### config.mk
export PLATFORM = sky130hd
export DESIGN_NAME = clint_timer
export DESIGN_NICKNAME = d
export VERILOG_FILES = /design/src/logic/soc_pkg.sv /design/src/logic/clint_timer.sv
export SDC_FILE = /design/constraint.sdc
export NUM_CORES = 1
export LEC_CHECK = 0
export BUFFER_PORTS_ARGS = -buffer_cell sky130_fd_sc_hd__buf_2
export CAP_MARGIN = 30
export CORE_MARGIN = 10
export CORE_UTILIZATION = 45
export CTS_CLUSTER_DIAMETER = 150
export DETAILED_ROUTE_END_ITERATION = 12
export PLACE_DENSITY = 0.78
export SYNTH_ARGS = -nofsm -noshare
export SYNTH_HDL_FRONTEND = slang
export SYNTH_SLANG_ARGS = --single-unit
### constraint.sdc
create_clock -name clock -period 5.5 [get_ports clock]
set_clock_uncertainty 0.15 [all_clocks]
set_input_delay 1.1 -clock clock [delete_from_list [all_inputs] [get_ports clock]]
set_output_delay 1.1 -clock clock [all_outputs]
set_load 0.02 [all_outputs]
### src/logic/soc_pkg.sv
package soc_pkg;

  typedef logic [31:0] addr_t;
  typedef logic [31:0] data_t;
  typedef logic [3:0] strb_t;
  typedef logic [63:0] mtime_t;

  typedef enum logic [1:0] {
    grant_none,
    grant_inst,
    grant_data
  } grant_e;

  // regions run from base up to but not including top
  localparam addr_t tim0_base_addr = 32'h1000_0000;
  localparam addr_t tim0_top_addr = 32'h1000_1000;
  localparam addr_t tim1_base_addr = 32'h2000_0000;
  localparam addr_t tim1_top_addr = 32'h2000_1000;
  localparam addr_t clint_base_addr = 32'h0200_0000;
  localparam addr_t clint_top_addr = 32'h0201_0000;

  localparam int tim_depth_words = 1024;

  // clint register offsets within its region
  localparam addr_t clint_msip_offset = 32'h0000_0000;
  localparam addr_t clint_mtimecmp_lo_offset = 32'h0000_4000;
  localparam addr_t clint_mtimecmp_hi_offset = 32'h0000_4004;
  localparam addr_t clint_mtime_lo_offset = 32'h0000_bff8;
  localparam addr_t clint_mtime_hi_offset = 32'h0000_bffc;

  // clocks per mtime step
  localparam int rtc_divider = 4;
  localparam int rtc_count_bits = $clog2(rtc_divider);

endpackage

### src/logic/clint_timer.sv
`timescale 1ns/1ps

module clint_timer (
  input logic clock,
  input logic reset,
  input logic mtime_load,
  input logic mtime_load_hi,
  input soc_pkg::data_t mtime_wdata,
  input soc_pkg::mtime_t mtimecmp,
  output soc_pkg::mtime_t mtime,
  output logic mtip
);

  logic [soc_pkg::rtc_count_bits-1:0] prescale;
  logic tick;

  assign tick = prescale == soc_pkg::rtc_count_bits'(soc_pkg::rtc_divider - 1);

  always_ff @(posedge clock) begin
    if (reset) begin
      prescale <= '0;
      mtime <= '0;
      mtip <= 1'b0;
    end else begin
      prescale <= tick ? '0 : prescale + 1'b1;
      // a bus load wins over the count step
      if (mtime_load) begin
        if (mtime_load_hi) begin
          mtime[63:32] <= mtime_wdata;
        end else begin
          mtime[31:0] <= mtime_wdata;
        end
      end else if (tick) begin
        mtime <= mtime + 1'b1;
      end
      mtip <= mtime >= mtimecmp;
    end
  end

endmodule

==> reports/qor.csv <==
stage,metric,value,unit
layout,layout-drive-gt1-share,0.213,
timing,rsz0062_at_grt,no,
yosys,yosysMostFrequentCell,nand2_1,
worst_setup_path,start_kind,input pin,
placed_design,place_worst_setup_slack,2.06,ns
worst_hold_path,min_to,prescale[0],
timing,final_max_slew_viol_count,0,
cts,cts_tree,built,
worst_setup_path,rrSetupSlack,2.64,ns
yosys,netlist_area,5920,um^2
worst_setup_path,cp-startpoint,mtime_load,
routing,drt_pass1_iterations,7,
yosys,ys_top_cells_by_count,"69 x nand2_1, 68 x inv_1, 67 x dfxtp_1",
floorplanning,core-area,12800,um^2
worst_setup_path,worstSetupPathType,in -> reg,
routing,wl_per_cell,19.1,um
yosys,synth_cells,806,
worst_setup_path,arrival,3.27,ns
global_routing,met3_usage,0.0597,
worst_hold_path,holdCritStartpoint,prescale[0],
floorplanning,die_height,135,um
timing,max-slew-margin-rel,0.374,
worst_hold_path,hold_depth,1,
timing,whs,0.287,ns
yosys,ys_async_sr_fraction,0,
yosys,yosysUniqueCellTypes,60,
cts,cts_setup_buffers,0,
timing,fmax,0.316,GHz
global_routing,overflow,0,
worst_hold_path,min_path_type,reg -> reg,
worst_setup_path,r2r_cells,7,
timing,tightestPinTransition,0.938,ns
placed_design,place_congestion,1.01,
cts,hold_buffers,0,
yosys,synth-edff-count,0,
timing,report.final.hold_viol_count,0,
worst_setup_path,slowest_stage,and2_1,
yosys,synth.avg_cell_area,7.34,um^2
worst_setup_path,worstPathRequired,5.60,ns
cts,cts_root_buf,clkbuf_16,
timing,setup_ws,2.33,ns
yosys,post-synth-top-area-cell,dfxtp_1,
global_routing,grt_use_met2,0.344,
status,outcome,completed,
global_routing,gr-usage-all-layers,0.225,
timing,setup_violations,0,
yosys,synth_fp_nets,972,
routing,via_count,6896,
power_and_ir_drop,clkPwrFrac,0.370,
worst_setup_path,cp-end-kind,register,
power_and_ir_drop,power.density,209,nW/um^2
routing,final_antenna_net_count,0,
yosys,ys_top_cells_by_area,"dfxtp_1 23%, ha_1 14%, a21oi_1 5.3%",
cts,insertion_delay,0.34,ns
yosys,yosysSeqAreaShare,0.227,
yosys,ys_ff_latch,67,
floorplanning,initial_core_util,0.463,
global_routing,grt_pass1_wl,33700,um
cts,cts_resized,0,
routing,drt-total-wl,21400,um
timing,period_share,0.576,
worst_setup_path,path_cells,buf_2 > and2_1 > nor2_2 > buf_4 > or4_1 > a31oi_1,
layout,fillers,1201,
routing,viasPerCell,6.15,
power_and_ir_drop,p_seq_frac,0.393,
timing,fin_crit,3.17,ns
timing,tns,0,ns
yosys,synth_top_area_frac,0.227,
layout,nets,1110,
floorplanning,die_area,18100,um^2
layout,final_cells,1121,
global_routing,grtUsageMet1,0.294,
floorplanning,num_rows,41,
placed_design,hpwl,16500,um
power_and_ir_drop,swShare,0.336,
run,cap_violations,0,
global_routing,antenna_found_initial,1,
worst_setup_path,r2r_end,mtime[38],
global_routing,grt_max_degree,49,
yosys,ys.flop_type,dfxtp_1,
worst_setup_path,cp_max_fo,37,
floorplanning,io_pins,165,
power_and_ir_drop,p_total,1.49,mW
cts,cts_made_buffers,9,
power_and_ir_drop,p_comb_frac,0.237,
placed_design,dp.cells,1105,
yosys,yosys_warnings,0,
worst_setup_path,cpPeakStageDelay,0.54,ns
global_routing,grt_pass1_vias,6340,
global_routing,busiest_layer,met2,
power_and_ir_drop,cellLeakagePower,3.35,nW
placed_design,numPortBuffers,164,
routing,drc,0,
routing,drt_iter0_drc,849,
worst_setup_path,rr_startpoint,mtime[1],
cts,clockBufferDepth,2,
power_and_ir_drop,p_int,0.989,mW
power_and_ir_drop,peakVddDrop,101,uV
floorplanning,die_w,135,um
power_and_ir_drop,p_switching,0.500,mW
layout,area_growth,20.1,%
cts,clk_pin_slew_worst_paths,0.05,ns
cts,clock_sinks,67,
layout,n_antenna_cell,0,
cts,cts.htree.levels,3,
==> cell type report <==
class / instances / area, um^2 / share of cell area
Clock buffer: 14 / 264 / 0.0371
Clock inverter: 2 / 10.0 / 0.00141
Inverter: 68 / 255 / 0.0359
Multi-Input combinational cell: 625 / 4140 / 0.582
Sequential cell: 67 / 1340 / 0.189
Tap cell: 172 / 215 / 0.0303
Timing Repair Buffer: 173 / 888 / 0.125
==> cells in the final DEF, fill, tap and decap left out, types with 11 or more instances in the layout <==
| cell type | Yosys | final |
|---|---|---|
| a21o_1 | 25 | 25 |
| nand3_1 | 58 | 58 |
| inv_1 | 68 | 68 |
| nor2_1 | 57 | 55 |
| and4_1 | 11 | 11 |
| o31ai_1 | 11 | 11 |
| dfxtp_1 | 67 | 67 |
| nand4_1 | 35 | 35 |
| and3_1 | 20 | 20 |
| o21ai_0 | 33 | 32 |
| buf_2 | 4 | 164 |
| a21oi_1 | 63 | 63 |
| a31oi_1 | 16 | 16 |
| or4_1 | 13 | 13 |
| a211oi_1 | 17 | 17 |
| nand2_1 | 69 | 69 |
| ha_1 | 66 | 66 |
| or3_1 | 12 | 12 |
| a22oi_1 | 13 | 13 |
| nor3_1 | 14 | 14 |
==> power by group through the flow <==
stage	Clock [mW]	Sequential (mW)	Combinational, mW
after detailed placement	0	0.592	0.349
after global placement	0	0.591	0.343
final	0.551	0.586	0.353
after floorplan	0	0.607	0.190
after global routing	0.566	0.591	0.393
after CTS	0.547	0.582	0.351
==> routing by layer <==
| layer | part of all wire | routed length, um | vias up |
|---|---|---|---|
| met3 | 0.12 | 2500 | 48 |
| met2 | 0.43 | 9320 | 404 |
| li1 | - | - | 3311 |
| met1 | 0.41 | 8890 | 3131 |
| met5 | 0.00033 | 7 | - |
| met4 | 0.033 | 707 | 2 |
==> worst max-delay path, delay by kind of cell <==
kind / cells / cell delay, ns
simple gates: 3 / 1.21
buf+inv: 2 / 0.76
compound gates: 1 / 0.18
==> sequential cells by signal, summed over array words and instances (netlist names) <==
register,count
mtime,64
mtip,1
prescale,2
==> kinds of logic after synthesis <==
kind of cell               Yosys count  synth area share
AOI/OAI and AO/OA                  231             0.256
xor gates and xnor gates             2           0.00296
muxes                                3           0.00528
adders and majority gates           66             0.140
and+or+nand+nor                    323             0.294
DFF                                 67             0.227
buffers and inverters              114            0.0757
==> worst max-delay path by stage <==
stage                      to  cells after the start  slack [ns]
detailed placement  mtime[15]                      6        2.06
CTS                 mtime[15]                      6        2.40
global placement    mtime[40]                      6        2.15
floorplan                mtip                      8        2.72
global route        mtime[15]                      6        2.18
finish              mtime[40]                      6        2.33
==> through the flow <==
| step | util | instance area [um^2] |
|---|---|---|
| after floorplan | - | 5920 |
| after global routing | 0.557 | 7110 |
| final | 0.557 | 7110 |
| after CTS | 0.557 | 7110 |
| after global placement | 0.535 | 6840 |
| after detailed placement | 0.535 | 6840 |
No activity file was read; power rests on OpenSTA's default activity.
