[src/logic/soc_pkg.sv]
package soc_pkg;

  typedef logic [31:0] addr_t;
  typedef logic [31:0] data_t;
  typedef logic [3:0] strb_t;
  typedef logic [63:0] mtime_t;

  typedef enum logic [1:0] {
    grant_none,
    grant_inst,
    grant_data
  } grant_e;

  // regions run from base up to but not including top
  localparam addr_t tim0_base_addr = 32'h1000_0000;
  localparam addr_t tim0_top_addr = 32'h1000_1000;
  localparam addr_t tim1_base_addr = 32'h2000_0000;
  localparam addr_t tim1_top_addr = 32'h2000_1000;
  localparam addr_t clint_base_addr = 32'h0200_0000;
  localparam addr_t clint_top_addr = 32'h0201_0000;

  localparam int tim_depth_words = 1024;

  // clint register offsets within its region
  localparam addr_t clint_msip_offset = 32'h0000_0000;
  localparam addr_t clint_mtimecmp_lo_offset = 32'h0000_4000;
  localparam addr_t clint_mtimecmp_hi_offset = 32'h0000_4004;
  localparam addr_t clint_mtime_lo_offset = 32'h0000_bff8;
  localparam addr_t clint_mtime_hi_offset = 32'h0000_bffc;

  // clocks per mtime step
  localparam int rtc_divider = 4;
  localparam int rtc_count_bits = $clog2(rtc_divider);

endpackage

[src/logic/mem_bus_if.sv]
`timescale 1ns/1ps

interface mem_bus_if;

  logic valid;
  soc_pkg::addr_t addr;
  soc_pkg::data_t wdata;
  soc_pkg::strb_t wstrb;
  soc_pkg::data_t rdata;
  logic ready;

  modport requester (
    output valid, addr, wdata, wstrb,
    input rdata, ready
  );

  modport responder (
    input valid, addr, wdata, wstrb,
    output rdata, ready
  );

endinterface

[src/logic/clint_regs.sv]
`timescale 1ns/1ps

module clint_regs (
  input logic clock,
  input logic reset,
  mem_bus_if.responder bus,
  input soc_pkg::mtime_t mtime,
  output logic mtime_load,
  output logic mtime_load_hi,
  output soc_pkg::data_t mtime_wdata,
  output soc_pkg::mtime_t mtimecmp,
  output logic msip
);

  logic ready_r;
  logic access;
  logic write;
  soc_pkg::data_t rdata_r;

  assign access = bus.valid && !ready_r;
  assign write = access && bus.wstrb != '0;

  always_ff @(posedge clock) begin
    if (reset) begin
      ready_r <= 1'b0;
      msip <= 1'b0;
      mtimecmp <= '1;
    end else begin
      ready_r <= access;
      if (write) begin
        case (bus.addr)
          soc_pkg::clint_msip_offset: msip <= bus.wdata[0];
          soc_pkg::clint_mtimecmp_lo_offset: mtimecmp[31:0] <= bus.wdata;
          soc_pkg::clint_mtimecmp_hi_offset: mtimecmp[63:32] <= bus.wdata;
          default: ;
        endcase
      end
    end
  end

  always_ff @(posedge clock) begin
    if (access) begin
      case (bus.addr)
        soc_pkg::clint_msip_offset: rdata_r <= soc_pkg::data_t'(msip);
        soc_pkg::clint_mtimecmp_lo_offset: rdata_r <= mtimecmp[31:0];
        soc_pkg::clint_mtimecmp_hi_offset: rdata_r <= mtimecmp[63:32];
        soc_pkg::clint_mtime_lo_offset: rdata_r <= mtime[31:0];
        soc_pkg::clint_mtime_hi_offset: rdata_r <= mtime[63:32];
        default: rdata_r <= '0;
      endcase
    end
  end

  // mtime itself lives in the timer, writes are passed on as a load pulse
  assign mtime_load = write && (bus.addr == soc_pkg::clint_mtime_lo_offset ||
                                bus.addr == soc_pkg::clint_mtime_hi_offset);
  assign mtime_load_hi = bus.addr == soc_pkg::clint_mtime_hi_offset;
  assign mtime_wdata = bus.wdata;

  assign bus.ready = ready_r;
  assign bus.rdata = rdata_r;

endmodule

[src/flat_wrapper.sv]
// flat-port wrapper written by rule: the top's interface ports become plain ports
module clint_regs_flat 
  (clock, reset, mtime, mtime_load, mtime_load_hi, mtime_wdata, mtimecmp, msip, bus_valid, bus_addr, bus_wdata, bus_wstrb, bus_rdata, bus_ready);
  mem_bus_if bus_i ();
  input logic clock;
  input logic reset;
  input soc_pkg::mtime_t mtime;
  output logic mtime_load;
  output logic mtime_load_hi;
  output soc_pkg::data_t mtime_wdata;
  output soc_pkg::mtime_t mtimecmp;
  output logic msip;
  input wire logic [$bits(bus_i.valid)-1:0] bus_valid;
  input wire logic [$bits(bus_i.addr)-1:0] bus_addr;
  input wire logic [$bits(bus_i.wdata)-1:0] bus_wdata;
  input wire logic [$bits(bus_i.wstrb)-1:0] bus_wstrb;
  output wire logic [$bits(bus_i.rdata)-1:0] bus_rdata;
  output wire logic [$bits(bus_i.ready)-1:0] bus_ready;
  assign bus_i.valid = bus_valid;
  assign bus_i.addr = bus_addr;
  assign bus_i.wdata = bus_wdata;
  assign bus_i.wstrb = bus_wstrb;
  assign bus_rdata = bus_i.rdata;
  assign bus_ready = bus_i.ready;
  clint_regs u_core (.clock(clock), .reset(reset), .bus(bus_i), .mtime(mtime), .mtime_load(mtime_load), .mtime_load_hi(mtime_load_hi), .mtime_wdata(mtime_wdata), .mtimecmp(mtimecmp), .msip(msip));
endmodule
[config.mk]
export PLATFORM = sky130hd
export DESIGN_NAME = clint_regs_flat
export DESIGN_NICKNAME = d
export VERILOG_FILES = /design/src/logic/soc_pkg.sv /design/src/logic/mem_bus_if.sv /design/src/logic/clint_regs.sv /design/src/flat_wrapper.sv
export SDC_FILE = /design/constraint.sdc
export NUM_CORES = 1
export LEC_CHECK = 0
export ABC_AREA = 1
export BUFFER_PORTS_ARGS = -buffer_cell sky130_fd_sc_hd__buf_2
export CAP_MARGIN = 40
export CORE_ASPECT_RATIO = 2
export CORE_UTILIZATION = 42
export DETAILED_ROUTE_END_ITERATION = 10
export GPL_TIMING_DRIVEN = 0
export PLACE_DENSITY = 0.84
export SKIP_LAST_GASP = 1
export SYNTH_ARGS = -nofsm -noshare
export SYNTH_HDL_FRONTEND = slang
export SYNTH_SLANG_ARGS = --single-unit
export TNS_END_PERCENT = 100
[constraint.sdc]
create_clock -name clock -period 1.6 [get_ports clock]
set_input_delay 0.24 -clock clock [delete_from_list [all_inputs] [get_ports clock]]
set_output_delay 0.24 -clock clock [all_outputs]
set_load 0.05 [all_outputs]
==> results.cfg <==
[run_status]
status = finished, violations left
violations = setup timing

[timing]
fin_setup_tns_ps = -278
slew_viol_final = 0
clock.fmax_mhz = 559
setup_viol = 2
postLayoutSetupSlackWorst_ps = -190
hold_viol = 0
maxSlewHeadroom_pct = 65.9
fin_skew_ps = 5.82
rsz0062_at_grt = true
timing.hold.ws_ps = 57.5
tightest_slew_ps = 511
fin_crit_ps = 1790
fin_crit_sh_pct = 112

[yosys]
yosys_register_bits = 98
synth_warnings = 0
syn_inst = 706
synth_edf_count = 32
synth-seq-area-share_pct = 43.8
synth_ff_type = dfxtp_1
ys_types = 20
syn_avg_cell_area_sq_um = 7.38
ys_async_sr_fraction_pct = 0
syn-cell-area_sq_um = 5210
syn-num-nets = 841

[grt]
grt_overflow = 0
grtUsageTotal_pct = 29.4
grt_max_degree = 24
grt_pass1_wl_microns = 28500
antenna_found_initial = 0
grt_pass1_vias = 5666

[route]
viasPerCell = 5.18
dr.pass1.iters = 5
via_count = 5929
remaining_drc_errors = 0
drt_iter0_markers = 300
drt-total-wl_microns = 18400
wl_per_cell_microns = 16.1
detail-route-antenna-nets = 0

[worst_setup_path]
worstSetupStartpointType = flop
path_class = flop to output port
critPathArrivalTime_ps = 1550
required_ps = 1360
timing.critical_path.mode_cell = buf_6
cp_slowest_stage_delay_ps = 340
timing.critical_path.to_type = output port
cp_slowest_cell = dfxtp_4
path_max_fanout = 2
crit_chain = or2_4 -> a21oi_4 -> buf_6 -> nor3b_4 -> buf_6

[layout]
final_common_cell = buf_2
seq_area_sq_um = 2290
syn2layout_area_growth_pct = 39.1
drive_above_1_share_pct = 38.6
layout.cells.most_common_list = 285 x buf_2, 226 x nand3_1, 162 x nand2_1, 65 x dfxtp_1
final_cell_area_sq_um = 7250
fillers = 1156
multi_input_area_sq_um = 2220
nets = 1128
antenna_cells = 0

[power_and_ir_drop]
power.net_switching_w = 0.00154
swShare_pct = 25.8
total_leakage_power_nw = 3.72
pwr-share-comb_pct = 14.0
power_density_nw_per_um2 = 823
vdd_drop_max_mv = 0.659
finalPower_w = 0.00596
p_clk_share_pct = 42.3
internal_power_w = 0.00442
seqPwrFrac_pct = 43.7

[die]
coreArea_sq_um = 12100
die_height_microns = 159
dieArea_sq_um = 12900
ioPinCount = 267
die_width_microns = 80.7
start_util_pct = 43.0
rows = 57

[placed_design]
dp_worst_setup_slack_ps = -495
placed_area_sq_um = 6770
hpwl_microns = 14800
gp_congestion = 0.909
portBuffers = 266

[cts]
clockBufferDepth = 2
htree_levels = 3
clock-sinks = 98
clockRootBuffer = clkbuf_16
cts_buffers = 9
cts_tree = yes
path_clk_slew_ps = 70
clock_latency_ps = 340

[job]
cap_violations = 0

[worst_hold_path]
hp-class = input pin to flop
-- cells by family after synthesis --
| family | after synthesis | synth area share, % |
|---|---|---|
| AND/OR/NAND/NOR | 469 | 41.8 |
| AO/OA/AOI/OAI | 1 | 0.312 |
| buffers and inverters | 138 | 14.1 |
| flip-flops | 98 | 43.8 |
-- area by class of cell --
class	instances	area share [%]
Multi-Input combinational cell	470	30.7
Buffer	83	7.55
Timing Repair Buffer	276	19.9
Tap cell	147	2.54
Inverter	55	2.90
Clock buffer	13	4.33
Clock inverter	3	0.622
Sequential cell	98	31.5
-- worst max-delay path: cells and delay by family, from the launching register on --
| kind | cells | cell delay [ps] |
|---|---|---|
| simple gates | 2 | 420 |
| compound gates | 1 | 140 |
| flops | 1 | 340 |
| buf+inv | 2 | 300 |
-- flip-flops by register name, summed over array words and instances (netlist names) --
| name | flops |
|---|---|
| u_core.bus.rdata | 32 |
| u_core.bus.ready | 1 |
| u_core.msip | 1 |
| u_core.mtimecmp | 64 |
-- synth_stat cells, types with 3 or more instances --
| library cell | count | area [sq um] |
|---|---|---|
| buf_2 | 23 | 115 |
| buf_4 | 44 | 330 |
| buf_6 | 3 | 33.8 |
| clkbuf_1 | 13 | 48.8 |
| dfxtp_1 | 66 | 1320 |
| edfxtp_1 | 32 | 961 |
| inv_1 | 51 | 191 |
| inv_2 | 3 | 11.3 |
| nand2_1 | 162 | 608 |
| nand2_2 | 3 | 18.8 |
| nand3_1 | 226 | 1130 |
| nand4_1 | 33 | 206 |
| nor2_1 | 34 | 128 |
| nor2_2 | 5 | 31.3 |
| nor2_4 | 3 | 33.8 |
-- repair_timing --
item	in CTS	in global routing
setup endpoints to repair	2	52
buffers inserted	7	2
hold buffers	0	0
resized for setup	5	12
pin swaps	4	2
-- through the flow --
step,instances,utilization [%]
finish,1145,59.8
CTS,1143,59.4
global placement,1119,55.6
detailed placement,1120,55.9
floorplan,706,-
global route,1145,59.8
-- power by group through the flow --
| stage | Clock, W | Combinational [W] | Sequential [W] |
|---|---|---|---|
| finish | 0.00252 | 0.000835 | 0.00260 |
| global route | 0.00263 | 0.000883 | 0.00261 |
| CTS | 0.00254 | 0.000825 | 0.00261 |
| detailed placement | 0 | 0.000811 | 0.00266 |
| global placement | 0 | 0.000792 | 0.00266 |
| floorplan | 0 | 0.000351 | 0.00280 |
-- layer usage --
layer	part of all wire [%]	track usage, %
met5	0	0
met3	6.9	4.41
met2	52	51.2
met4	5.5	18.8
met1	36	31.9
-- final timing paths --
path	startpoint	end	slack [ps]	cells past startpoint
worst max register to register	u_core.bus.ready	u_core.mtimecmp[61]	20	8
worst max-delay path	u_core.bus.ready	mtime_load	-190	5
worst min-delay path	reset	u_core.bus.ready	60	2
worst min register to register	u_core.mtimecmp[0]	u_core.mtimecmp[0]	480	2
(Power assumes the default switching activity.)
