<file path="src/logic/soc_pkg.sv">
package soc_pkg;

  typedef logic [31:0] addr_t;
  typedef logic [31:0] data_t;
  typedef logic [3:0] strb_t;
  typedef logic [63:0] mtime_t;

  typedef enum logic [1:0] {
    grant_none,
    grant_inst,
    grant_data
  } grant_e;

  // regions run from base up to but not including top
  localparam addr_t tim0_base_addr = 32'h1000_0000;
  localparam addr_t tim0_top_addr = 32'h1000_1000;
  localparam addr_t tim1_base_addr = 32'h2000_0000;
  localparam addr_t tim1_top_addr = 32'h2000_1000;
  localparam addr_t clint_base_addr = 32'h0200_0000;
  localparam addr_t clint_top_addr = 32'h0201_0000;

  localparam int tim_depth_words = 1024;

  // clint register offsets within its region
  localparam addr_t clint_msip_offset = 32'h0000_0000;
  localparam addr_t clint_mtimecmp_lo_offset = 32'h0000_4000;
  localparam addr_t clint_mtimecmp_hi_offset = 32'h0000_4004;
  localparam addr_t clint_mtime_lo_offset = 32'h0000_bff8;
  localparam addr_t clint_mtime_hi_offset = 32'h0000_bffc;

  // clocks per mtime step
  localparam int rtc_divider = 4;
  localparam int rtc_count_bits = $clog2(rtc_divider);

endpackage

</file>
<file path="src/logic/mem_bus_if.sv">
`timescale 1ns/1ps

interface mem_bus_if;

  logic valid;
  soc_pkg::addr_t addr;
  soc_pkg::data_t wdata;
  soc_pkg::strb_t wstrb;
  soc_pkg::data_t rdata;
  logic ready;

  modport requester (
    output valid, addr, wdata, wstrb,
    input rdata, ready
  );

  modport responder (
    input valid, addr, wdata, wstrb,
    output rdata, ready
  );

endinterface

</file>
<file path="src/logic/port_arbiter.sv">
`timescale 1ns/1ps

module port_arbiter (
  input logic clock,
  input logic reset,
  mem_bus_if.responder inst,
  mem_bus_if.responder data,
  mem_bus_if.requester target
);

  soc_pkg::grant_e state;
  soc_pkg::grant_e grant;

  // from idle the grant is given in the same cycle, data port first
  always_comb begin
    grant = state;
    if (state == soc_pkg::grant_none) begin
      if (data.valid) begin
        grant = soc_pkg::grant_data;
      end else if (inst.valid) begin
        grant = soc_pkg::grant_inst;
      end
    end
  end

  // hold the grant until the target answers
  always_ff @(posedge clock) begin
    if (reset || target.ready) begin
      state <= soc_pkg::grant_none;
    end else begin
      state <= grant;
    end
  end

  always_comb begin
    if (grant == soc_pkg::grant_inst) begin
      target.valid = inst.valid;
      target.addr = inst.addr;
      target.wdata = inst.wdata;
      target.wstrb = inst.wstrb;
    end else begin
      target.valid = data.valid && grant == soc_pkg::grant_data;
      target.addr = data.addr;
      target.wdata = data.wdata;
      target.wstrb = data.wstrb;
    end
  end

  // the losing side sees no ready and keeps waiting
  assign inst.ready = target.ready && state == soc_pkg::grant_inst;
  assign data.ready = target.ready && state == soc_pkg::grant_data;
  assign inst.rdata = target.rdata;
  assign data.rdata = target.rdata;

  granted_valid_held: assert property (@(posedge clock) disable iff (reset)
    state != soc_pkg::grant_none |->
      (state == soc_pkg::grant_inst ? inst.valid : data.valid));

  // a target answer only arrives while one side holds the grant
  ready_to_granted: assert property (@(posedge clock) disable iff (reset)
    target.ready |-> state != soc_pkg::grant_none);

endmodule

</file>
<file path="src/flat_wrapper.sv">
// flat-port wrapper written by rule: the top's interface ports become plain ports
module port_arbiter_flat 
  (clock, reset, inst_valid, inst_addr, inst_wdata, inst_wstrb, inst_rdata, inst_ready, data_valid, data_addr, data_wdata, data_wstrb, data_rdata, data_ready, target_valid, target_addr, target_wdata, target_wstrb, target_rdata, target_ready);
  mem_bus_if inst_i ();
  mem_bus_if data_i ();
  mem_bus_if target_i ();
  input logic clock;
  input logic reset;
  input wire logic [$bits(inst_i.valid)-1:0] inst_valid;
  input wire logic [$bits(inst_i.addr)-1:0] inst_addr;
  input wire logic [$bits(inst_i.wdata)-1:0] inst_wdata;
  input wire logic [$bits(inst_i.wstrb)-1:0] inst_wstrb;
  output wire logic [$bits(inst_i.rdata)-1:0] inst_rdata;
  output wire logic [$bits(inst_i.ready)-1:0] inst_ready;
  input wire logic [$bits(data_i.valid)-1:0] data_valid;
  input wire logic [$bits(data_i.addr)-1:0] data_addr;
  input wire logic [$bits(data_i.wdata)-1:0] data_wdata;
  input wire logic [$bits(data_i.wstrb)-1:0] data_wstrb;
  output wire logic [$bits(data_i.rdata)-1:0] data_rdata;
  output wire logic [$bits(data_i.ready)-1:0] data_ready;
  output wire logic [$bits(target_i.valid)-1:0] target_valid;
  output wire logic [$bits(target_i.addr)-1:0] target_addr;
  output wire logic [$bits(target_i.wdata)-1:0] target_wdata;
  output wire logic [$bits(target_i.wstrb)-1:0] target_wstrb;
  input wire logic [$bits(target_i.rdata)-1:0] target_rdata;
  input wire logic [$bits(target_i.ready)-1:0] target_ready;
  assign inst_i.valid = inst_valid;
  assign inst_i.addr = inst_addr;
  assign inst_i.wdata = inst_wdata;
  assign inst_i.wstrb = inst_wstrb;
  assign inst_rdata = inst_i.rdata;
  assign inst_ready = inst_i.ready;
  assign data_i.valid = data_valid;
  assign data_i.addr = data_addr;
  assign data_i.wdata = data_wdata;
  assign data_i.wstrb = data_wstrb;
  assign data_rdata = data_i.rdata;
  assign data_ready = data_i.ready;
  assign target_valid = target_i.valid;
  assign target_addr = target_i.addr;
  assign target_wdata = target_i.wdata;
  assign target_wstrb = target_i.wstrb;
  assign target_i.rdata = target_rdata;
  assign target_i.ready = target_ready;
  port_arbiter u_core (.clock(clock), .reset(reset), .inst(inst_i), .data(data_i), .target(target_i));
endmodule
</file>
<file path="config.mk">
export PLATFORM = sky130hd
export DESIGN_NAME = port_arbiter_flat
export DESIGN_NICKNAME = d
export VERILOG_FILES = /design/src/logic/soc_pkg.sv /design/src/logic/mem_bus_if.sv /design/src/logic/port_arbiter.sv /design/src/flat_wrapper.sv
export SDC_FILE = /design/constraint.sdc
export NUM_CORES = 1
export LEC_CHECK = 0
export ABC_CLOCK_PERIOD_IN_PS = 1800
export CAP_MARGIN = 20
export CORE_AREA = 5 5 118 120
export CTS_CLUSTER_DIAMETER = 40
export DETAILED_ROUTE_END_ITERATION = 16
export DIE_AREA = 0 0 123 125
export DONT_BUFFER_PORTS = 1
export GPL_TIMING_DRIVEN = 0
export HOLD_SLACK_MARGIN = 0.05
export PLACE_DENSITY = 0.3
export SETUP_SLACK_MARGIN = 0.4
export SKIP_CTS_REPAIR_TIMING = 1
export SYNTH_ARGS = -nofsm -noshare
export SYNTH_HDL_FRONTEND = slang
export SYNTH_SLANG_ARGS = --single-unit
</file>
<file path="constraint.sdc">
create_clock -name clock -period 1.8 [get_ports clock]
set_clock_uncertainty 0.1 [all_clocks]
set_input_delay 0.27 -clock clock [delete_from_list [all_inputs] [get_ports clock]]
set_output_delay 0.27 -clock clock [all_outputs]
set_load 0.02 [all_outputs]
</file>
==> results.txt <==
----------------------------------------------------
[STA]
  Post-route setup slack ... -41.8 ps
  Setup TNS after final layout ... -1670 ps
  Final-report hold violation count ... 0
  Worst slew margin relative to its limit ... around 69%
  Slew @ Worst Pin ... 472 ps
  Setup repair after global routing missed its margin ... yes
  Final setup violation count ... 60
  Count of final max-slew check failures ... 0
  Post-layout minimum cycle time ... 1840 ps
  Period Utilization, post-route ... 102%
  FMAX ... approximately 540 MHz

[Critical path]
  FF-to-FF path depth ... 2
  Crit path buf inv count ... 3
  Cell-by-cell trace of the critical path ... inv_4 > a21oi_4 > buf_12 > buf_12 > mux2_4
  Required time of the critical path ... 1430 ps
  CP most frequent cell ... sky130_fd_sc_hd__buf_12
  Critical path type ... flip-flop to output port
  Delay-heaviest family, CP ... buffers and inverters
  Highest net fanout along the worst path ... 10
  Delay of the slowest cell on the worst path ... ~350 ps
  Cell with the largest stage delay on the worst path ... sky130_fd_sc_hd__mux2_4
  Count of cell instances traversed by the critical path ... 5
  Data arrival at the endpoint of the critical path ... approximately 1500 ps
  Nature of the critical path endpoint ... output port
  Startpoint Class ... flip-flop

[Die]
  Std-Cell Core Area ... 12,900 um2
  Initial standard-cell utilization of the core ... 11.8%
  Number of core rows ... 42
  Top Ports ... roughly 310
  Die area ... 15,400 um2
  Die height ... 125 um
  Die X-Extent ... 123 um

[Detailed routing]
  Routed wire per std cell ... 17.8 um
  Via total after detailed routing ... 1,177
  Detailed-route vias per instance ... between 3 and 4
  Iteration count of the initial detailed-routing pass ... 2
  Total detailed-routing wirelength ... 6050 um
  Post-route antenna net violation count ... 0
  Iter 0 DRT Violations ... 11
  Count of unresolved DRC violations after routing ... 0

[Clock tree]
  Largest buffer count on any clock path ... 2
  Clock tree from TritonCTS ... built
  Clock transition at the registers of the reported paths ... 30 ps
  Worst-skew pair later-pin latency ... 220 ps
  Maximum level of the CTS H-tree ... 1
  Root cell of the clock tree ... sky130_fd_sc_hd__clkbuf_16
  Number of sinks on the clock net ... 2
  TritonCTS buffer count ... 3

[Min path]
  Class of the tightest hold or removal check ... input port to flip-flop
  Worst hold stages ... 2

[Logic synthesis]
  Most frequent cell after synthesis ... sky130_fd_sc_hd__buf_4
  Post-Syn Area per Cell ... 9.91 um2
  Synthesis warning total ... 0
  Post-Synthesis Net Count ... 326
  Area share of the largest cell type after synthesis ... 35.6%
  Number of enable-type register cells in the synthesized netlist ... 0
  Post-synthesis sequential area ratio ... 2.64%
  Number of different library cells in the post-synthesis netlist ... 16
  Post-synth design cell area ... 1520 um2
  #FFs+latches synth ... 2
  Largest cells by area after synthesis ... sky130_fd_sc_hd__mux2_2 (36%), sky130_fd_sc_hd__buf_4 (34%), sky130_fd_sc_hd__mux2_4 (20%), sky130_fd_sc_hd__dfxtp_1 (2.6%), sky130_fd_sc_hd__buf_8 (2.0%)
  Area leader, netlist ... sky130_fd_sc_hd__mux2_2
  Most used DFF post-synth ... sky130_fd_sc_hd__dfxtp_1
  Commonest cells in the synthesized netlist ... sky130_fd_sc_hd__buf_4 (68), sky130_fd_sc_hd__mux2_2 (48), sky130_fd_sc_hd__mux2_4 (20)
  Cell count after synthesis ... 153
  Fraction of registers with async set/reset ... 0%

[Global routing]
  Sum of overflow across all layers after global routing ... 0
  Maximum number of pins on one net before global-route repair ... 11
  Via count of the first global-routing pass ... about 1,200
  Antenna violations before repair ... 0
  GRT Overall Usage ... 5.70%
  Wire length of the first global-routing pass ... 6860 um

[Finish]
  Flip-flop count of the largest register, all copies and words added ... 2
  Largest registers in the final layout ... u_core.state x2
  Layout Nets ... ~340
  Reg with most FFs ... u_core.state
  Fraction of layout cells with a size suffix above 1 ... 93.3%
  Area overhead of the layout relative to synthesis ... 43.1%
  Final Instance Area ... 2170 um2
  Antenna diode count ... 0
  Filler Cells Inserted ... around 1,400

[Pwr]
  Total power divided by cell area ... between 500 and 600 nW/um2
  Final Power ... 1260 uW
  Leak ... roughly 0.0010 uW
  Worst supply voltage drop on vdd ... 0.208 mV

[Placement]
  Total placed instance area ... 1740 um2
  Placed wire-length estimate after detailed placement ... 5300 um
  Final weighted congestion in routability-driven placement ... between 0.6 and 0.7
  Pre-CTS worst setup slack ... -21.7 ps
  Number of buffer cells added on primary ports ... 0

[Flow run]
  Max-capacitance violation count ... 0

[Status]
  Failing checks ... negative setup slack
  Result of the run ... finished with violations

----------------------------------------------------
==> power breakdown <==
part | leakage, uW | switching (uW) | internal (uW)
clock network | 0.0000370 | 55.6 | 283
logic | 0.000965 | 461 | 408
registers | 0.0000168 | 2.92 | 46.8
total | 0.00102 | 520 | 738
==> per-layer routing <==
metal | global-route usage (%) | routed length, um | vias to the layer above
met2 | 12.4 | 3360 | 173
li1 | - | - | 487
met1 | 4.45 | 1530 | 513
met5 | 0 | 0 | -
met3 | 1.94 | 1100 | 4
met4 | 1.56 | 51 | 0
==> stage by stage <==
| step | util, % | cells | hold WS, ps |
|---|---|---|---|
| final | 16.9 | 340 | 128 |
| after floorplan | - | 153 | 239 |
| after global routing | 16.9 | 340 | 135 |
| after detailed placement | 13.5 | 329 | 243 |
| after CTS | 14.1 | 332 | 14.9 |
| after global placement | 13.5 | 329 | 245 |
==> placed cells by master, fill, tap and decap left out <==
cell                            count
sky130_fd_sc_hd__mux2_4            67
sky130_fd_sc_hd__buf_4             67
sky130_fd_sc_hd__buf_12             9
sky130_fd_sc_hd__clkbuf_16          4
sky130_fd_sc_hd__nor3_1             2
sky130_fd_sc_hd__dlygate4sd3_1      2
sky130_fd_sc_hd__inv_4              1
sky130_fd_sc_hd__nand2b_4           1
sky130_fd_sc_hd__a21oi_4            1
sky130_fd_sc_hd__mux2_2             1
sky130_fd_sc_hd__nand2_1            1
sky130_fd_sc_hd__nor2_1             1
sky130_fd_sc_hd__and3_2             1
sky130_fd_sc_hd__inv_1              1
sky130_fd_sc_hd__o2bb2ai_1          1
sky130_fd_sc_hd__o31a_1             1
sky130_fd_sc_hd__a21oi_1            1
sky130_fd_sc_hd__dfxtp_2            1
sky130_fd_sc_hd__dfxtp_1            1
==> final timing paths <==
path	startpoint	slack, ps	end
setup / recovery	u_core.state[0]$_SDFF_PP0_	-40	target_wdata[27]
hold reg to reg	u_core.state[1]$_SDFF_PP0_	490	u_core.state[1]$_SDFF_PP0_
hold / removal	data_valid	130	u_core.state[0]$_SDFF_PP0_
setup reg to reg	u_core.state[1]$_SDFF_PP0_	820	u_core.state[0]$_SDFF_PP0_
==> layout make-up <==
class | instances | area (um2) | area share, %
clock buffer | 3 | 75.1 | 3.46
buffer | 71 | 621 | 28.6
sequential | 2 | 41.3 | 1.90
timing repair buffer | 8 | 108 | 4.96
tap | 176 | 220 | 10.1
multi-input combinational | 78 | 1090 | 50.5
inverter | 2 | 10.0 | 0.461
==> cells by family after synthesis <==
family | Yosys count | share of synthesized area [%]
DFF | 2 | 2.64
AOI/OAI and AO/OA | 4 | 2.56
and+or+nand+nor | 6 | 2.47
buffers and inverters | 73 | 36.9
muxes | 68 | 55.4
==> worst register-to-register path, cell delays in order, from the launching register on <==
cell and delay [ps]:
sky130_fd_sc_hd__dfxtp_1 360, sky130_fd_sc_hd__o31a_1 320, sky130_fd_sc_hd__nor3_1 120
Note: power is estimated with default switching activity, not from simulation.
