`src/logic/soc_pkg.sv`:
```
package soc_pkg;

  typedef logic [31:0] addr_t;
  typedef logic [31:0] data_t;
  typedef logic [3:0] strb_t;
  typedef logic [63:0] mtime_t;

  typedef enum logic [1:0] {
    grant_none,
    grant_inst,
    grant_data
  } grant_e;

  // regions run from base up to but not including top
  localparam addr_t tim0_base_addr = 32'h1000_0000;
  localparam addr_t tim0_top_addr = 32'h1000_1000;
  localparam addr_t tim1_base_addr = 32'h2000_0000;
  localparam addr_t tim1_top_addr = 32'h2000_1000;
  localparam addr_t clint_base_addr = 32'h0200_0000;
  localparam addr_t clint_top_addr = 32'h0201_0000;

  localparam int tim_depth_words = 1024;

  // clint register offsets within its region
  localparam addr_t clint_msip_offset = 32'h0000_0000;
  localparam addr_t clint_mtimecmp_lo_offset = 32'h0000_4000;
  localparam addr_t clint_mtimecmp_hi_offset = 32'h0000_4004;
  localparam addr_t clint_mtime_lo_offset = 32'h0000_bff8;
  localparam addr_t clint_mtime_hi_offset = 32'h0000_bffc;

  // clocks per mtime step
  localparam int rtc_divider = 4;
  localparam int rtc_count_bits = $clog2(rtc_divider);

endpackage

```
`src/logic/mem_bus_if.sv`:
```
`timescale 1ns/1ps

interface mem_bus_if;

  logic valid;
  soc_pkg::addr_t addr;
  soc_pkg::data_t wdata;
  soc_pkg::strb_t wstrb;
  soc_pkg::data_t rdata;
  logic ready;

  modport requester (
    output valid, addr, wdata, wstrb,
    input rdata, ready
  );

  modport responder (
    input valid, addr, wdata, wstrb,
    output rdata, ready
  );

endinterface

```
`src/logic/addr_decoder.sv`:
```
`timescale 1ns/1ps

module addr_decoder (
  input logic clock,
  mem_bus_if.responder req,
  mem_bus_if.requester tim0,
  mem_bus_if.requester tim1,
  mem_bus_if.requester clint
);

  logic hit_tim0;
  logic hit_tim1;
  logic hit_clint;
  soc_pkg::addr_t base;

  assign hit_tim0 = req.addr >= soc_pkg::tim0_base_addr &&
                    req.addr < soc_pkg::tim0_top_addr;
  assign hit_tim1 = req.addr >= soc_pkg::tim1_base_addr &&
                    req.addr < soc_pkg::tim1_top_addr;
  assign hit_clint = req.addr >= soc_pkg::clint_base_addr &&
                     req.addr < soc_pkg::clint_top_addr;

  always_comb begin
    base = '0;
    if (hit_tim0) begin
      base = soc_pkg::tim0_base_addr;
    end else if (hit_tim1) begin
      base = soc_pkg::tim1_base_addr;
    end else if (hit_clint) begin
      base = soc_pkg::clint_base_addr;
    end
  end

  // unmapped addresses raise no valid, so they never see ready
  assign tim0.valid = req.valid && hit_tim0;
  assign tim1.valid = req.valid && hit_tim1;
  assign clint.valid = req.valid && hit_clint;

  assign tim0.addr = req.addr - base;
  assign tim1.addr = req.addr - base;
  assign clint.addr = req.addr - base;

  assign tim0.wdata = req.wdata;
  assign tim1.wdata = req.wdata;
  assign clint.wdata = req.wdata;

  assign tim0.wstrb = req.wstrb;
  assign tim1.wstrb = req.wstrb;
  assign clint.wstrb = req.wstrb;

  assign req.ready = tim0.ready | tim1.ready | clint.ready;

  always_comb begin
    if (tim0.ready) begin
      req.rdata = tim0.rdata;
    end else if (tim1.ready) begin
      req.rdata = tim1.rdata;
    end else begin
      req.rdata = clint.ready ? clint.rdata : '0;
    end
  end

  // one access outstanding per port, so at most one target answers
  single_response: assert property (@(posedge clock)
    $onehot0({tim0.ready, tim1.ready, clint.ready}));

endmodule

```
`src/flat_wrapper.sv`:
```
// flat-port wrapper written by rule: the top's interface ports become plain ports
module addr_decoder_flat 
  (clock, req_valid, req_addr, req_wdata, req_wstrb, req_rdata, req_ready, tim0_valid, tim0_addr, tim0_wdata, tim0_wstrb, tim0_rdata, tim0_ready, tim1_valid, tim1_addr, tim1_wdata, tim1_wstrb, tim1_rdata, tim1_ready, clint_valid, clint_addr, clint_wdata, clint_wstrb, clint_rdata, clint_ready);
  mem_bus_if req_i ();
  mem_bus_if tim0_i ();
  mem_bus_if tim1_i ();
  mem_bus_if clint_i ();
  input logic clock;
  input wire logic [$bits(req_i.valid)-1:0] req_valid;
  input wire logic [$bits(req_i.addr)-1:0] req_addr;
  input wire logic [$bits(req_i.wdata)-1:0] req_wdata;
  input wire logic [$bits(req_i.wstrb)-1:0] req_wstrb;
  output wire logic [$bits(req_i.rdata)-1:0] req_rdata;
  output wire logic [$bits(req_i.ready)-1:0] req_ready;
  output wire logic [$bits(tim0_i.valid)-1:0] tim0_valid;
  output wire logic [$bits(tim0_i.addr)-1:0] tim0_addr;
  output wire logic [$bits(tim0_i.wdata)-1:0] tim0_wdata;
  output wire logic [$bits(tim0_i.wstrb)-1:0] tim0_wstrb;
  input wire logic [$bits(tim0_i.rdata)-1:0] tim0_rdata;
  input wire logic [$bits(tim0_i.ready)-1:0] tim0_ready;
  output wire logic [$bits(tim1_i.valid)-1:0] tim1_valid;
  output wire logic [$bits(tim1_i.addr)-1:0] tim1_addr;
  output wire logic [$bits(tim1_i.wdata)-1:0] tim1_wdata;
  output wire logic [$bits(tim1_i.wstrb)-1:0] tim1_wstrb;
  input wire logic [$bits(tim1_i.rdata)-1:0] tim1_rdata;
  input wire logic [$bits(tim1_i.ready)-1:0] tim1_ready;
  output wire logic [$bits(clint_i.valid)-1:0] clint_valid;
  output wire logic [$bits(clint_i.addr)-1:0] clint_addr;
  output wire logic [$bits(clint_i.wdata)-1:0] clint_wdata;
  output wire logic [$bits(clint_i.wstrb)-1:0] clint_wstrb;
  input wire logic [$bits(clint_i.rdata)-1:0] clint_rdata;
  input wire logic [$bits(clint_i.ready)-1:0] clint_ready;
  assign req_i.valid = req_valid;
  assign req_i.addr = req_addr;
  assign req_i.wdata = req_wdata;
  assign req_i.wstrb = req_wstrb;
  assign req_rdata = req_i.rdata;
  assign req_ready = req_i.ready;
  assign tim0_valid = tim0_i.valid;
  assign tim0_addr = tim0_i.addr;
  assign tim0_wdata = tim0_i.wdata;
  assign tim0_wstrb = tim0_i.wstrb;
  assign tim0_i.rdata = tim0_rdata;
  assign tim0_i.ready = tim0_ready;
  assign tim1_valid = tim1_i.valid;
  assign tim1_addr = tim1_i.addr;
  assign tim1_wdata = tim1_i.wdata;
  assign tim1_wstrb = tim1_i.wstrb;
  assign tim1_i.rdata = tim1_rdata;
  assign tim1_i.ready = tim1_ready;
  assign clint_valid = clint_i.valid;
  assign clint_addr = clint_i.addr;
  assign clint_wdata = clint_i.wdata;
  assign clint_wstrb = clint_i.wstrb;
  assign clint_i.rdata = clint_rdata;
  assign clint_i.ready = clint_ready;
  addr_decoder u_core (.clock(clock), .req(req_i), .tim0(tim0_i), .tim1(tim1_i), .clint(clint_i));
endmodule
```
`config.mk`:
```
export PLATFORM = sky130hd
export DESIGN_NAME = addr_decoder_flat
export DESIGN_NICKNAME = d
export VERILOG_FILES = /design/src/logic/soc_pkg.sv /design/src/logic/mem_bus_if.sv /design/src/logic/addr_decoder.sv /design/src/flat_wrapper.sv
export SDC_FILE = /design/constraint.sdc
export NUM_CORES = 1
export LEC_CHECK = 0
export BUFFER_PORTS_ARGS = -buffer_cell sky130_fd_sc_hd__buf_2
export CORE_AREA = 10 10 152 154
export DETAILED_ROUTE_END_ITERATION = 10
export DIE_AREA = 0 0 162 164
export GPL_ROUTABILITY_DRIVEN = 1
export REMOVE_ABC_BUFFERS = 1
export SLEW_MARGIN = 40
export SYNTH_ARGS = -nofsm -noshare
export SYNTH_HDL_FRONTEND = slang
export SYNTH_SLANG_ARGS = --single-unit
export TNS_END_PERCENT = 50
```
`constraint.sdc`:
```
create_clock -name vclk -period 5.2
set_clock_uncertainty 0.05 [all_clocks]
set_input_delay 1.3 -clock vclk [all_inputs]
set_output_delay 1.3 -clock vclk [all_outputs]
set_load 0.005 [all_outputs]
```
==> results.py, run 1 <==
metrics = {
    "die": {
        "rows": 52,
        "initial_core_util": 0.118,
        "ioPinCount": 409,
        "core_um2": 20000,
        "die_h_um": 164,
        "dieArea_um2": 26600,
        "dieWidth_um": 162,
    },
    "yosys": {
        "ys_warn_count": 0,
        "yosys.area_share.simple": 0.121,
        "synth_compound_area_frac": 0.182,
        "netlist.area_leader.share": 0.624,
        "yosysSeqAreaShare": 0,
        "synth_top_family_by_area": "buffers and inverters",
        "synth_cell_types": 29,
        "yosysTopAreaCell": "buf_4",
        "netlist_area_um2": 2370,
        "syn_area_per_cell_um2": 6.75,
        "synth_cells": 351,
        "synth-xor-area-share": 0.0185,
        "synthMuxAreaShare": 0,
        "synthAdderAreaFrac": 0.0211,
        "synth_area_leaders": "buf_4 62%, a22oi_1 9.8%, o21ai_0 5.9%",
    },
    "sta": {
        "rsz0062_at_grt": "false",
        "clock.fmax_ghz": 0.203,
        "final-setup-viol-count": 0,
        "slew_viol_final": 0,
        "final.period_utilization": 0.949,
        "tightest_slew_ns": 0.623,
        "hold_ws_ns": 2.55,
        "max_slew_margin": 0.583,
        "hold_viol_final": 0,
        "layout_setup_ws_ns": 0.265,
        "tns_ns": 0,
        "fin_crit_ns": 4.94,
    },
    "min_path": {
        "hold_path.class": "in -> out",
        "hold_depth": 0,
        "whs_endpoint": "clint_wstrb[0]",
        "hp-start": "req_wstrb[0]",
    },
    "cells_and_area": {
        "synthToLayoutAreaGrowth_pct": -3.80,
        "layout.nets": 534,
        "nClkBuffers": 0,
        "seq_area_um2": 0,
        "final_cell_mix": "215 x buf_2, 35 x nand2_1, 31 x a22oi_1",
        "fin_area_um2": 2280,
        "drive_above_1_share": 0.621,
        "layout_commonest_cell": "buf_2",
        "final_core_util": 0.114,
        "multi_input_area_um2": 811,
        "fill_cells": 2382,
        "seq_cells": 0,
    },
    "grt": {
        "grt_pass1_wl_um": 22100,
        "globalRouteTotalUtil": 0.119,
        "grt_start_max_net_pins": 53,
        "antenna_found_initial": 3,
        "globalRouteOverflowTotal": 0,
        "grt_pass1_vias": 2617,
    },
    "status": {
        "status": "complete, no violations",
    },
    "job": {
        "maxCapViolCount": 0,
    },
    "drt": {
        "drtPass1Iterations": 4,
        "dr_total_vias": 2361,
        "wire_per_inst_um": 27.4,
        "via_per_inst": 3.75,
        "drt-total-wl_um": 17300,
        "drc": 0,
        "drtAntennaViolNets": 0,
        "drt_iter0_markers": 75,
    },
    "placement": {
        "place.gp.congestion": 0.844,
        "place_ws_ns": 0.235,
        "hpwlAfterDp_um": 15700,
        "dpl_cell_area_um2": 2270,
        "port_buffers": 216,
    },
    "power_and_ir_drop": {
        "p_leak_nw": 1.19,
        "ir_drop_uv": 35.1,
        "power_density_nw_per_um2": 74.3,
    },
    "worst_setup_path": {
        "critical_path_cell_count": 9,
        "worstPathCellList": "buf_2 -> nor4_4 -> nand4_2 -> or3_1 -> ha_1 -> a211o_1 -> a31oi_1 -> xor2_1 -> buf_2",
        "crit_type": "in -> out",
        "critPathLaunchType": "input port",
        "worst_setup_path_end_kind": "primary output",
        "cp.arrival_ns": 3.59,
        "cp_top_family": "simple AND/OR/NAND/NOR gates",
        "cp.buffers_inverters": 2,
        "critPathRequiredTime_ns": 3.85,
        "cpMostUsedCell": "buf_2",
        "critPathMaxStageDelay_ns": 0.39,
        "critPathSlowestCell": "or3_1",
        "crit_path_max_fanout": 4,
    },
    "cts": {
        "cts_setup_buffers": 0,
        "cts_resized": 0,
        "hold_buffers": 0,
    },
}
==> report_power, final <==
group	total (mW)	internal [mW]	switching, mW
Combinational	0.169	0.0857	0.0837
Sequential	0	0	0
Clock	0.0000000257	0.0000000257	0
==> cells in the mapped netlist (2+ instances only) <==
master	count
nand2_1	35
o21ai_0	28
buf_2	4
nor2_1	3
o21ai_1	5
inv_1	6
xnor2_1	2
clkbuf_1	10
a21oi_1	2
a22oi_1	31
buf_4	197
xor2_1	3
or3_1	2
nor3_1	4
ha_1	4
nor4_1	2
==> layer usage <==
metal / wire length, um / global-route usage / vias to the layer above / share of wire
li1: - / - / 984 / -
met1: 5380 / 0.103 / 983 / 0.31
met2: 6720 / 0.170 / 370 / 0.39
met3: 4970 / 0.156 / 14 / 0.29
met4: 31 / 0.00331 / 10 / 0.0018
met5: 181 / 0.0605 / - / 0.010
==> through the flow <==
stage | total power, mW | instances
final | 0.169 | 630
after global placement | 0.170 | 629
after CTS | 0.172 | 629
after global routing | 0.193 | 629
after detailed placement | 0.172 | 629
after floorplan | 0.0460 | 140
==> how the worst max path moves through the flow <==
stage                      start  slack (ns)        endpoint
global placement    req_addr[24]        0.24  clint_addr[31]
floorplan           req_addr[24]        0.71  clint_addr[31]
detailed placement  req_addr[24]        0.24  clint_addr[31]
finish              req_addr[24]        0.26  clint_addr[31]
CTS                 req_addr[24]        0.23  clint_addr[31]
global route        req_addr[18]        0.13   tim0_addr[31]
==> final cells by class <==
type	instances	share of cell area
repair buffers	219	0.485
inverters	6	0.00988
diodes	1	0.00110
multi-input cells	134	0.356
well taps	270	0.148
==> cells by family after synthesis <==
family	Yosys count
AND/OR/NAND/NOR	56
XOR/XNOR	5
buffers and inverters	217
AO/OA/AOI/OAI	69
adder cells (fa/ha/maj)	4
Power figures use the tool's default switching activity.
==> inputs of run 2 (changes only) <==
Settings changed: PLACE_DENSITY set to 0.45, SETUP_SLACK_MARGIN set to 0.02.
==> run 2 against run 1 <==
Routed wire length increased by 2.5%. First-iteration DRC count decreased by 15%. Sequential share of layout area unchanged. Largest power group unchanged.
==> results.py, run 2 (synthesis results as in run 1) <==
metrics = {
    "status": {
        "status": "complete, no violations",
    },
    "worst_setup_path": {
        "critPathLaunchType": "input port",
        "crit_path_max_fanout": 4,
        "cp.arrival_ns": 3.49,
        "cpMostUsedCell": "buf_2",
        "crit_type": "in -> out",
        "critPathMaxStageDelay_ns": 0.39,
        "worstPathCellList": "buf_2 -> nor3_1 -> nand3b_1 -> or3_1 -> ha_1 -> a211o_1 -> a31oi_1 -> xor2_1 -> buf_2",
        "critPathRequiredTime_ns": 3.85,
        "critPathSlowestCell": "nor3_1",
        "worst_setup_path_end_kind": "primary output",
    },
    "power_and_ir_drop": {
        "ir_drop_uv": 28.4,
        "clockPowerShare": 0,
        "power_density_nw_per_um2": 73.6,
        "combPwrFrac": 1.000,
        "p_switching_mw": 0.0824,
        "pwr-share-seq": 0,
        "switching_share": 0.489,
        "p_leak_nw": 1.19,
        "power.internal_mw": 0.0859,
    },
    "grt": {
        "globalRouteOverflowTotal": 0,
        "grt_start_max_net_pins": 32,
        "grt_pass1_vias": 2499,
        "globalRouteTotalUtil": 0.122,
        "grt_pass1_wl_um": 22700,
        "antenna_found_initial": 8,
    },
    "cells_and_area": {
        "synthToLayoutAreaGrowth_pct": -3.48,
        "final_cell_mix": "216 x buf_2, 35 x nand2_1, 31 x a22oi_1",
        "layout.nets": 535,
        "multi_input_area_um2": 811,
        "fill_cells": 2430,
        "nClkBuffers": 0,
        "fin_area_um2": 2290,
        "layout_commonest_cell": "buf_2",
        "drive_above_1_share": 0.622,
        "seq_cells": 0,
        "seq_area_um2": 0,
    },
    "sta": {
        "final-setup-viol-count": 0,
        "hold_viol_final": 0,
        "max_slew_margin": 0.716,
        "final.period_utilization": 0.931,
        "tns_ns": 0,
        "clock.fmax_ghz": 0.207,
        "tightest_slew_ns": 0.422,
        "fin_crit_ns": 4.84,
        "slew_viol_final": 0,
        "rsz0062_at_grt": "false",
    },
    "cts": {
        "cts_resized": 0,
        "cts_setup_buffers": 0,
        "hold_buffers": 0,
    },
    "die": {
        "dieWidth_um": 162,
        "ioPinCount": 409,
        "rows": 52,
        "dieArea_um2": 26600,
        "die_h_um": 164,
        "core_um2": 20000,
        "initial_core_util": 0.118,
    },
    "drt": {
        "drtAntennaViolNets": 0,
        "dr_total_vias": 2296,
        "wire_per_inst_um": 28.0,
        "drc": 0,
        "drtPass1Iterations": 4,
        "via_per_inst": 3.63,
        "drt-total-wl_um": 17700,
        "drt_iter0_markers": 64,
    },
    "placement": {
        "dpl_cell_area_um2": 2280,
        "port_buffers": 216,
        "place.gp.congestion": 0.818,
        "hpwlAfterDp_um": 16300,
    },
    "min_path": {
        "hold_path.class": "in -> out",
    },
    "job": {
        "maxCapViolCount": 0,
    },
}
-- run 2: final cells by class --
type / instances / area share
timing repair buffer: 220 / 0.486
inverter: 6 / 0.00985
antenna: 2 / 0.00219
multi-input combinational: 134 / 0.354
tap: 270 / 0.148
-- run 2: final timing paths --
path,startpoint,to,slack (ns),depth (start not counted)
setup / recovery,req_addr[19],tim0_addr[31],0.36,9
hold / removal,req_wdata[9],clint_wdata[9],2.55,0
-- run 2: stage by stage --
step	util	setup WS (ns)	std cells	hold slack, ns	power (mW)
6_report	0.114	0.359	632	2.55	0.168
5_1_grt	0.114	0.124	630	2.55	0.192
4_1_cts	0.114	0.305	630	2.55	0.173
3_5_place_dp	0.114	0.298	630	2.55	0.173
3_3_place_gp	0.114	0.343	630	2.55	0.172
2_1_floorplan	-	0.712	140	2.55	0.0460
-- run 2: worst max-delay path, delay by kind of cell --
kind	cells	cell delay, ns
AO/OA/AOI/OAI	2	0.45
AND/OR/NAND/NOR	3	0.93
XOR/XNOR	1	0.21
adder cells (fa/ha/maj)	1	0.33
buffers and inverters	2	0.27
-- run 2: per-layer routing --
metal	part of all wire	global-route usage	vias to the layer above
met5	0.021	0.0888	-
li1	-	-	986
met2	0.39	0.170	341
met3	0.27	0.159	25
met4	0.0035	0.00331	20
met1	0.31	0.106	924
-- run 2: power groups by stage --
stage / Clock [mW] / Sequential (mW) / Combinational, mW
after global placement: 0 / 0 / 0.172
after global routing: 0 / 0 / 0.192
after CTS: 0 / 0 / 0.173
final: 0.0000000517 / 0 / 0.168
after floorplan: 0 / 0 / 0.0460
after detailed placement: 0 / 0 / 0.173
